[config.mk]
export PLATFORM = sky130hd
export DESIGN_NAME = spk_sort_top
export DESIGN_NICKNAME = d
export VERILOG_FILES = /design/src/hw/spk_cfg_pkg.sv /design/src/hw/spk_word_pkg.sv /design/src/hw/thr_bank.sv /design/src/hw/spk_det.sv /design/src/hw/host_fifo.sv /design/src/hw/spk_info_fifo.sv /design/src/hw/spk_sort_top.sv
export SDC_FILE = /design/constraint.sdc
export NUM_CORES = 2
export LEC_CHECK = 0
export BUFFER_PORTS_ARGS = -buffer_cell sky130_fd_sc_hd__clkbuf_2
export CAP_MARGIN = 20
export CORE_UTILIZATION = 63
export DETAILED_ROUTE_END_ITERATION = 16
export PLACE_DENSITY = 0.8
export SETUP_SLACK_MARGIN = 0.3
export SYNTH_ARGS = -nofsm -noshare
export SYNTH_HDL_FRONTEND = slang
export SYNTH_SLANG_ARGS = --single-unit
[constraint.sdc]
create_clock -name bus_clk -period 6.9 [get_ports bus_clk]
set_input_delay 1.035 -clock bus_clk [delete_from_list [all_inputs] [get_ports bus_clk]]
set_output_delay 1.035 -clock bus_clk [all_outputs]
set_load 0.02 [all_outputs]
[src/hw/spk_cfg_pkg.sv]
package spk_cfg_pkg;

  // recording geometry
  localparam int NUM_CH   = 32;
  localparam int CH_W     = 5;
  localparam int SAMPLE_W = 16;

  // host register map
  // thresholds sit at 0..NUM_CH-1, control word right after them
  localparam int REG_ADDR_W = 6;
  localparam int CTRL_ADDR  = NUM_CH;

  // host side word width
  localparam int HOST_W = 32;

  // frame number carried in spike events
  localparam int FRAME_W = 32;

  // FIFO sizes
  // mua depth in words, info depth in 64-bit events
  localparam int MUA_DEPTH  = 16;
  localparam int INFO_DEPTH = 8;

endpackage

[src/hw/spk_word_pkg.sv]
package spk_word_pkg;

  import spk_cfg_pkg::*;

  // field widths inside the mua word
  localparam int MUA_CH_W    = 8;
  localparam int MUA_FRAME_W = 7;

  // mua word as seen by the host
  // raw view for the FIFO, field view for building and decoding
  typedef union packed {
    logic [HOST_W-1:0] raw;
    struct packed {
      logic signed [SAMPLE_W-1:0] sample;
      logic [MUA_CH_W-1:0]        ch;
      logic [MUA_FRAME_W-1:0]     frame_lo;
      logic                       peak;
    } f;
  } muap_word_t;

  // spike event, frame in the low host word and channel in the high one
  localparam int INFO_W     = 64;
  localparam int INFO_WORDS = 2;
  localparam int INFO_SEL_W = $clog2(INFO_WORDS);

endpackage

[src/hw/thr_bank.sv]
module thr_bank import spk_cfg_pkg::*; (
  input  logic                       bus_clk,
  input  logic                       rst_n,
  input  logic                       reg_wren,
  input  logic                       reg_rden,
  input  logic [REG_ADDR_W-1:0]      reg_addr,
  input  logic [HOST_W-1:0]          reg_wdata,
  input  logic [CH_W-1:0]            lk_ch,
  output logic [HOST_W-1:0]          reg_rdata,
  output logic signed [SAMPLE_W-1:0] lk_thr,
  output logic                       det_en
);

  logic signed [SAMPLE_W-1:0] thr_mem [NUM_CH];
  logic [HOST_W-1:0]          ctrl_reg;
  logic                       addr_is_thr;
  logic                       addr_is_ctrl;
  logic signed [SAMPLE_W-1:0] rd_thr;

  assign addr_is_thr  = reg_addr < REG_ADDR_W'(NUM_CH);
  assign addr_is_ctrl = reg_addr == REG_ADDR_W'(CTRL_ADDR);
  assign rd_thr       = thr_mem[reg_addr[CH_W-1:0]];

  // host writes, out of range addresses fall through untouched
  always_ff @(posedge bus_clk or negedge rst_n) begin
    if (!rst_n) begin
      for (int i = 0; i < NUM_CH; i++) begin
        thr_mem[i] <= '0;
      end
      ctrl_reg <= '0;
    end else if (reg_wren) begin
      if (addr_is_thr) begin
        thr_mem[reg_addr[CH_W-1:0]] <= reg_wdata[SAMPLE_W-1:0];
      end else if (addr_is_ctrl) begin
        ctrl_reg <= reg_wdata;
      end
    end
  end

  // host read-back, one cycle after rden
  always_ff @(posedge bus_clk or negedge rst_n) begin
    if (!rst_n) begin
      reg_rdata <= '0;
    end else if (reg_rden) begin
      if (addr_is_thr) begin
        reg_rdata <= {{(HOST_W-SAMPLE_W){rd_thr[SAMPLE_W-1]}}, rd_thr};
      end else if (addr_is_ctrl) begin
        reg_rdata <= ctrl_reg;
      end else begin
        reg_rdata <= '0;
      end
    end
  end

  // detector lookup, enable travels with the threshold
  always_ff @(posedge bus_clk or negedge rst_n) begin
    if (!rst_n) begin
      lk_thr <= '0;
      det_en <= 1'b0;
    end else begin
      lk_thr <= thr_mem[lk_ch];
      det_en <= ctrl_reg[0];
    end
  end

  // host side drives one access per cycle
  a_no_rd_wr_overlap: assert property (
    @(posedge bus_clk) disable iff (!rst_n)
    !(reg_rden && reg_wren)
  );

endmodule

[src/hw/spk_det.sv]
module spk_det import spk_cfg_pkg::*, spk_word_pkg::*; (
  input  logic                       bus_clk,
  input  logic                       rst_n,
  input  logic                       acq_run,
  input  logic                       s_valid,
  output logic                       s_ready,
  input  logic [CH_W-1:0]            s_ch,
  input  logic signed [SAMPLE_W-1:0] s_data,
  output logic [CH_W-1:0]            lk_ch,
  input  logic signed [SAMPLE_W-1:0] lk_thr,
  input  logic                       det_en,
  output logic                       mua_valid,
  input  logic                       mua_ready,
  output muap_word_t                 mua_word,
  output logic                       info_push,
  output logic [INFO_W-1:0]          info_event
);

  logic                       s1_valid;
  logic [CH_W-1:0]            s1_ch;
  logic signed [SAMPLE_W-1:0] s1_data;
  logic                       s2_valid;
  muap_word_t                 s2_word;
  muap_word_t                 s2_next;
  logic [INFO_W-1:0]          s2_event;
  logic [FRAME_W-1:0]         frame_cnt;
  logic [FRAME_W-1:0]         frame_cur;
  logic                       s2_ready;
  logic                       s2_load;
  logic                       s_fire;
  logic                       is_peak;

  assign s2_ready = !s2_valid || mua_ready;
  assign s_ready  = !s1_valid || s2_ready;
  assign s_fire   = s_valid && s_ready;
  assign s2_load  = s1_valid && s2_ready;

  // look up the incoming channel, or re-read the held one on a stall
  // so lk_thr keeps matching stage 1
  assign lk_ch = s_ready ? s_ch : s1_ch;

  assign frame_cur = acq_run ? frame_cnt : '0;
  assign is_peak   = det_en && (s1_data < lk_thr);

  always_comb begin
    s2_next.f.sample   = s1_data;
    s2_next.f.ch       = MUA_CH_W'(s1_ch);
    s2_next.f.frame_lo = frame_cur[MUA_FRAME_W-1:0];
    s2_next.f.peak     = is_peak;
  end

  // stage 1
  always_ff @(posedge bus_clk or negedge rst_n) begin
    if (!rst_n) begin
      s1_valid <= 1'b0;
    end else if (s_ready) begin
      s1_valid <= s_valid;
    end
  end

  always_ff @(posedge bus_clk) begin
    if (s_fire) begin
      s1_ch   <= s_ch;
      s1_data <= s_data;
    end
  end

  // stage 2, holds its word while the mua FIFO is full
  always_ff @(posedge bus_clk or negedge rst_n) begin
    if (!rst_n) begin
      s2_valid <= 1'b0;
    end else if (s2_ready) begin
      s2_valid <= s1_valid;
    end
  end

  always_ff @(posedge bus_clk) begin
    if (s2_load) begin
      s2_word  <= s2_next;
      s2_event <= {HOST_W'(s1_ch), frame_cur};
    end
  end

  // frame count steps as the last channel hands off into stage 2
  always_ff @(posedge bus_clk or negedge rst_n) begin
    if (!rst_n) begin
      frame_cnt <= '0;
    end else if (!acq_run) begin
      frame_cnt <= '0;
    end else if (s2_load && s1_ch == CH_W'(NUM_CH - 1)) begin
      frame_cnt <= frame_cnt + 1'b1;
    end
  end

  assign mua_valid  = s2_valid;
  assign mua_word   = s2_word;
  assign info_event = s2_event;
  // event leaves together with the mua write of its peak word
  assign info_push  = s2_valid && mua_ready && s2_word.f.peak;

  // upstream keeps a stalled sample steady until it is taken
  a_s_hold: assert property (
    @(posedge bus_clk) disable iff (!rst_n)
    (s_valid && !s_ready) |=> (s_valid && $stable(s_ch) && $stable(s_data))
  );

  a_mua_hold: assert property (
    @(posedge bus_clk) disable iff (!rst_n)
    (mua_valid && !mua_ready) |=> (mua_valid && $stable(mua_word))
  );

endmodule

[src/hw/host_fifo.sv]
module host_fifo #(
  parameter int WIDTH = 32,
  parameter int DEPTH = 16
) (
  input  logic             bus_clk,
  input  logic             rst_n,
  input  logic             wr_en,
  input  logic [WIDTH-1:0] din,
  input  logic             rd_en,
  output logic [WIDTH-1:0] dout,
  output logic             full,
  output logic             empty
);

  localparam int PTR_W = $clog2(DEPTH);

  logic [WIDTH-1:0] mem [DEPTH];
  logic [PTR_W-1:0] wr_ptr;
  logic [PTR_W-1:0] rd_ptr;
  logic [PTR_W:0]   count;
  logic             wr_ok;
  logic             rd_ok;

  assign full  = count == (PTR_W+1)'(DEPTH);
  assign empty = count == '0;
  assign wr_ok = wr_en && !full;
  assign rd_ok = rd_en && !empty;

  // first word fall through, head is always on dout
  assign dout = mem[rd_ptr];

  always_ff @(posedge bus_clk) begin
    if (wr_ok) begin
      mem[wr_ptr] <= din;
    end
  end

  always_ff @(posedge bus_clk or negedge rst_n) begin
    if (!rst_n) begin
      wr_ptr <= '0;
      rd_ptr <= '0;
      count  <= '0;
    end else begin
      if (wr_ok) begin
        wr_ptr <= (wr_ptr == PTR_W'(DEPTH - 1)) ? '0 : wr_ptr + 1'b1;
      end
      if (rd_ok) begin
        rd_ptr <= (rd_ptr == PTR_W'(DEPTH - 1)) ? '0 : rd_ptr + 1'b1;
      end
      case ({wr_ok, rd_ok})
        2'b10:   count <= count + 1'b1;
        2'b01:   count <= count - 1'b1;
        default: count <= count;
      endcase
    end
  end

  a_count_bound: assert property (
    @(posedge bus_clk) disable iff (!rst_n)
    count <= (PTR_W+1)'(DEPTH)
  );

endmodule

[src/hw/spk_info_fifo.sv]
module spk_info_fifo import spk_cfg_pkg::*, spk_word_pkg::*; (
  input  logic              bus_clk,
  input  logic              rst_n,
  input  logic              info_push,
  input  logic [INFO_W-1:0] info_event,
  input  logic              info_rden,
  output logic [HOST_W-1:0] info_rdata,
  output logic              info_empty,
  output logic              info_overflow
);

  logic [INFO_W-1:0]     fifo_dout;
  logic                  fifo_full;
  logic                  fifo_empty;
  logic                  fifo_wr;
  logic                  fifo_rd;
  logic                  rd_ok;
  logic                  last_half;
  logic [INFO_SEL_W-1:0] half_sel;

  // no back-pressure here, a push into a full FIFO is lost
  assign fifo_wr = info_push && !fifo_full;

  assign rd_ok     = info_rden && !fifo_empty;
  assign last_half = half_sel == INFO_SEL_W'(INFO_WORDS - 1);
  // pop only once the channel word has gone out
  assign fifo_rd   = rd_ok && last_half;

  // frame word first, then channel word
  assign info_rdata = fifo_dout[half_sel*HOST_W +: HOST_W];
  assign info_empty = fifo_empty;

  always_ff @(posedge bus_clk or negedge rst_n) begin
    if (!rst_n) begin
      half_sel <= '0;
    end else if (rd_ok) begin
      half_sel <= last_half ? '0 : half_sel + 1'b1;
    end
  end

  // sticky until reset
  always_ff @(posedge bus_clk or negedge rst_n) begin
    if (!rst_n) begin
      info_overflow <= 1'b0;
    end else if (info_push && fifo_full) begin
      info_overflow <= 1'b1;
    end
  end

  host_fifo #(
    .WIDTH (INFO_W),
    .DEPTH (INFO_DEPTH)
  ) event_fifo_inst (
    .bus_clk (bus_clk),
    .rst_n   (rst_n),
    .wr_en   (fifo_wr),
    .din     (info_event),
    .rd_en   (fifo_rd),
    .dout    (fifo_dout),
    .full    (fifo_full),
    .empty   (fifo_empty)
  );

endmodule

[src/hw/spk_sort_top.sv]
module spk_sort_top import spk_cfg_pkg::*, spk_word_pkg::*; (
  input  logic                       bus_clk,
  input  logic                       rst_n,
  input  logic                       acq_run,
  input  logic                       reg_wren,
  input  logic                       reg_rden,
  input  logic [REG_ADDR_W-1:0]      reg_addr,
  input  logic [HOST_W-1:0]          reg_wdata,
  output logic [HOST_W-1:0]          reg_rdata,
  input  logic                       s_valid,
  output logic                       s_ready,
  input  logic [CH_W-1:0]            s_ch,
  input  logic signed [SAMPLE_W-1:0] s_data,
  input  logic                       mua_rden,
  output logic                       mua_empty,
  output logic [HOST_W-1:0]          mua_rdata,
  input  logic                       info_rden,
  output logic                       info_empty,
  output logic [HOST_W-1:0]          info_rdata,
  output logic                       info_overflow
);

  logic [CH_W-1:0]            lk_ch;
  logic signed [SAMPLE_W-1:0] lk_thr;
  logic                       det_en;
  logic                       mua_valid;
  logic                       mua_full;
  muap_word_t                 mua_word;
  logic                       info_push;
  logic [INFO_W-1:0]          info_event;

  thr_bank thr_bank_inst (
    .bus_clk   (bus_clk),
    .rst_n     (rst_n),
    .reg_wren  (reg_wren),
    .reg_rden  (reg_rden),
    .reg_addr  (reg_addr),
    .reg_wdata (reg_wdata),
    .lk_ch     (lk_ch),
    .reg_rdata (reg_rdata),
    .lk_thr    (lk_thr),
    .det_en    (det_en)
  );

  spk_det spk_det_inst (
    .bus_clk    (bus_clk),
    .rst_n      (rst_n),
    .acq_run    (acq_run),
    .s_valid    (s_valid),
    .s_ready    (s_ready),
    .s_ch       (s_ch),
    .s_data     (s_data),
    .lk_ch      (lk_ch),
    .lk_thr     (lk_thr),
    .det_en     (det_en),
    .mua_valid  (mua_valid),
    .mua_ready  (!mua_full),
    .mua_word   (mua_word),
    .info_push  (info_push),
    .info_event (info_event)
  );

  // mua stream to host, full flag is the back-pressure
  host_fifo #(
    .WIDTH (HOST_W),
    .DEPTH (MUA_DEPTH)
  ) mua_fifo_inst (
    .bus_clk (bus_clk),
    .rst_n   (rst_n),
    .wr_en   (mua_valid),
    .din     (mua_word.raw),
    .rd_en   (mua_rden),
    .dout    (mua_rdata),
    .full    (mua_full),
    .empty   (mua_empty)
  );

  spk_info_fifo spk_info_fifo_inst (
    .bus_clk       (bus_clk),
    .rst_n         (rst_n),
    .info_push     (info_push),
    .info_event    (info_event),
    .info_rden     (info_rden),
    .info_rdata    (info_rdata),
    .info_empty    (info_empty),
    .info_overflow (info_overflow)
  );

endmodule

==> flow_summary.toml <==
[floorplan]
dieWidth_microns = 323
rows = 117
core_sq_mm = 0.102
ios = 167
die_height_microns = 323
start_util_pct = 63.8
die_area_sq_mm = 0.105

[finish]
drive_gt1_share_pct = 30.4
filler_cell_count = 6432
largest_reg_flops = 512
post-route-util_pct = 70.9
top_regs = "thr_bank_inst.thr_mem x512, mua_fifo_inst.mem x464, spk_info_fifo_inst.event_fifo_inst.mem x296"
syn_to_final_growth_pct = 11.1
final_area_sq_mm = 0.0723
layout.area.seq_sq_mm = 0.0414
finalNetCount = 4493
multi_input_area_sq_mm = 0.0225
regMostFlops = "thr_bank_inst.thr_mem"

[synth]
netlist_area_sq_mm = 0.0651
syn_area_per_cell_sq_um = 15.1
synth_compound_area_share_pct = 4.92
ys_ff_latch = 1487
synth_adder_area_share_pct = 0.677
yosys.area_share.simple_pct = 6.25
ys_seq_area_share_pct = 63.6
synth_enable_flop_cells = 835
synth-xor-area-share_pct = 0.390
ys_warn_count = 0
synth-async-reset-ratio_pct = 43.8
synth_top_flop_cell = "edfxtp_1"
synth_cell_types = 58
synth_mux_area_share_pct = 22.0
synth_top_family_by_area = "multiplexers"
synthCells = 4305

[clock_tree]
cts_tree = "done"
holdBufCountCts = 0
postCtsSetupBuffers = 0
clock_path_buffers = 3
clock_latency_ns = 0.77
root_buffer = "clkbuf_16"
cts_resized = 0
cts-buffers-inserted = 147
htreeDepth = 4
cts.clk_slew.worst_paths_ns = 0.06
cts_sinks = 1487

[setup_path]
cp_slowest_stage_delay_ns = 1.04
crit_fanout = 56
r2r_cells = 11
crit_path_start_kind = "flip-flop"
reg2reg_to = "thr_bank_inst.lk_thr[5]$_DFF_PN0_"
crit_path_frequent_cell = "o21ai_0"
r2r_slack_ns = 2.43
critPathTopFamily = "flip-flops"
crit_buf_inv = 2
cp-end-kind = "primary output"
worst_path_max_delay_cell = "dfrtp_4"
reg2reg_from = "mua_fifo_inst.count[0]$_DFFE_PN0P_"
critical_path_class = "flip-flop to primary output"
arrival_ns = 3.66
crit_chain = "buf_4, mux2_2, o21ai_0, a21oi_1, o21ai_0, nand2_1, clkbuf_2"
critPathRequiredTime_ns = 5.86

[drt]
via_count = 40231
drt_iter0_drc = 4830
routedWlPerCell_microns = 29.3
wirelength_mm = 173
ant_nets = 0
viasPerCell = 6.84
drt-pass1-iter-count = 8
drc = 0

[run]
cap_violations = 0

[power]
seqPwrFrac_pct = 45.6
intPower_mw = 17.4
p_comb_share_pct = 22.7
switching_share_pct = 30.4
ir_drop_uv = 256
switching_power_mw = 7.59
p_per_area_mw_per_mm2 = 346
p_leak_nw = 28.1
power.total_mw = 25.0
clock_power_share_pct = 31.6

[timing]
fin_crit_ns = 4.69
skew_ns = 0.0314
period_share_pct = 68.0
worst_slack_ns = 2.21
rsz0062_at_grt = "false"
tns_ns = 0
slew_headroom_pct = 17.9
worstMarginPinSlew_ns = 1.23
final-setup-viol-count = 0
maxSlewViolCount = 0
hold_viol = 0
fmax_mhz = 213

[placement]
gp_congestion = 0.904
post-dp-hpwl_mm = 97.2
placed_area_sq_mm = 0.0673
place_ws_ns = 2.62
port_buffers = 163

[global_routing]
first_global_vias = 40427
overflow = 0
grt_start_max_net_pins = 161
grt_pass1_wl_mm = 257
antenna_found_initial = 12
grt_use_total_pct = 33.5

[min_path]
hold_path_class = "input port to asynchronous set/reset pin"

[outcome]
outcome = "completed"
cells in the final DEF, fill, tap and decap left out, types with 77 or more instances in the layout:
master | Yosys | layout
edfxtp_1 | 835 | 835
dfrtp_1 | 652 | 646
mux2_2 | 576 | 575
nand2_1 | 494 | 494
mux4_2 | 265 | 265
mux2i_1 | 180 | 179
clkbuf_2 | 0 | 161
clkbuf_16 | 0 | 150
nand3_1 | 148 | 148
o21ai_0 | 87 | 87
a21oi_1 | 84 | 84
a31oi_1 | 81 | 77
worst max-delay path by stage:
| stage | start | endpoint | slack, ns | cells after the start |
|---|---|---|---|---|
| 2_1_floorplan | mua_fifo_inst.count[4]$_DFFE_PN0P_ | spk_det_inst.frame_cnt[22]$_DFFE_PN0P_ | 1.43 | 6 |
| 3_3_place_gp | mua_fifo_inst.count[0]$_DFFE_PN0P_ | thr_bank_inst.lk_thr[14]$_DFF_PN0_ | 2.65 | 11 |
| 3_5_place_dp | mua_fifo_inst.count[0]$_DFFE_PN0P_ | thr_bank_inst.lk_thr[14]$_DFF_PN0_ | 2.62 | 11 |
| 4_1_cts | mua_fifo_inst.rd_ptr[0]$_DFFE_PN0P_ | mua_rdata[29] | 2.11 | 7 |
| 5_1_grt | mua_fifo_inst.rd_ptr[0]$_DFFE_PN0P_ | mua_rdata[29] | 1.92 | 7 |
| 6_report | mua_fifo_inst.rd_ptr[0]$_DFFE_PN0P_ | mua_rdata[29] | 2.21 | 7 |
through the flow:
step | hold WS, ns | cells
after floorplan | 0.369 | 4307
after CTS | 0.392 | 5865
after global routing | 0.415 | 5876
after global placement | 0.452 | 5598
final | 0.365 | 5886
after detailed placement | 0.450 | 5600
synth_stat cells (58+ instances only):
cell | instances | share of area (%)
nor2_1 | 80 | 0.46
buf_2 | 58 | 0.45
nand3_1 | 148 | 1.1
a32oi_1 | 64 | 0.86
clkbuf_1 | 212 | 1.2
dfrtp_1 | 652 | 25
a22oi_1 | 70 | 0.81
mux2i_1 | 180 | 2.8
and2_1 | 61 | 0.59
mux4_2 | 265 | 9.2
edfxtp_1 | 835 | 39
a31oi_1 | 81 | 0.78
o21ai_0 | 87 | 0.67
a21oi_1 | 84 | 0.65
mux2_2 | 576 | 10
nand2_1 | 494 | 2.8
routing by layer:
layer / share of wire (%) / global-route usage [%] / routed length, microns / up-vias
li1: - / - / - / 16619
met1: 37 / 43.9 / 63300 / 20709
met2: 48 / 52.5 / 82600 / 2361
met3: 9.4 / 6.76 / 16200 / 534
met4: 6.1 / 20.0 / 10400 / 8
met5: 0.024 / 0 / 41 / -
worst register-to-register path, stage by stage (launching register included):
cell	delay [ns]
dfrtp_1	0.47
nor4_4	0.39
nand2_1	0.13
nor3_2	0.36
inv_2	0.40
mux2i_4	0.25
buf_4	0.49
buf_4	0.67
nand2_1	0.16
a32oi_1	0.26
a31oi_1	0.36
nor4_1	0.40
power groups by stage:
stage	Sequential, mW	Clock [mW]	Combinational, mW
after CTS	11.4	7.95	5.61
after global placement	11.5	0	5.38
after floorplan	11.1	0	4.12
final	11.4	7.90	5.68
after global routing	11.5	8.29	6.05
after detailed placement	11.6	0	5.51
final cells by class:
| type | count | share of cell area (%) |
|---|---|---|
| multi-input combinational | 2467 | 31.2 |
| clock buffer | 198 | 5.73 |
| sequential | 1487 | 57.3 |
| antenna | 10 | 0.0346 |
| clock inverter | 67 | 0.820 |
| tap | 1368 | 2.37 |
| timing repair buffer | 255 | 2.46 |
| inverter | 34 | 0.177 |
logic make-up (layout without fill, tap and decap cells):
group / Yosys count / in the layout
compound gates: 478 / 478
buf+inv: 353 / 554
simple gates: 900 / 900
xor+xnor: 29 / 29
other cells: 1 / 13
flops: 1487 / 1487
mux: 1023 / 1023
fa+ha+maj: 34 / 34
Power figures use the tool's default switching activity.
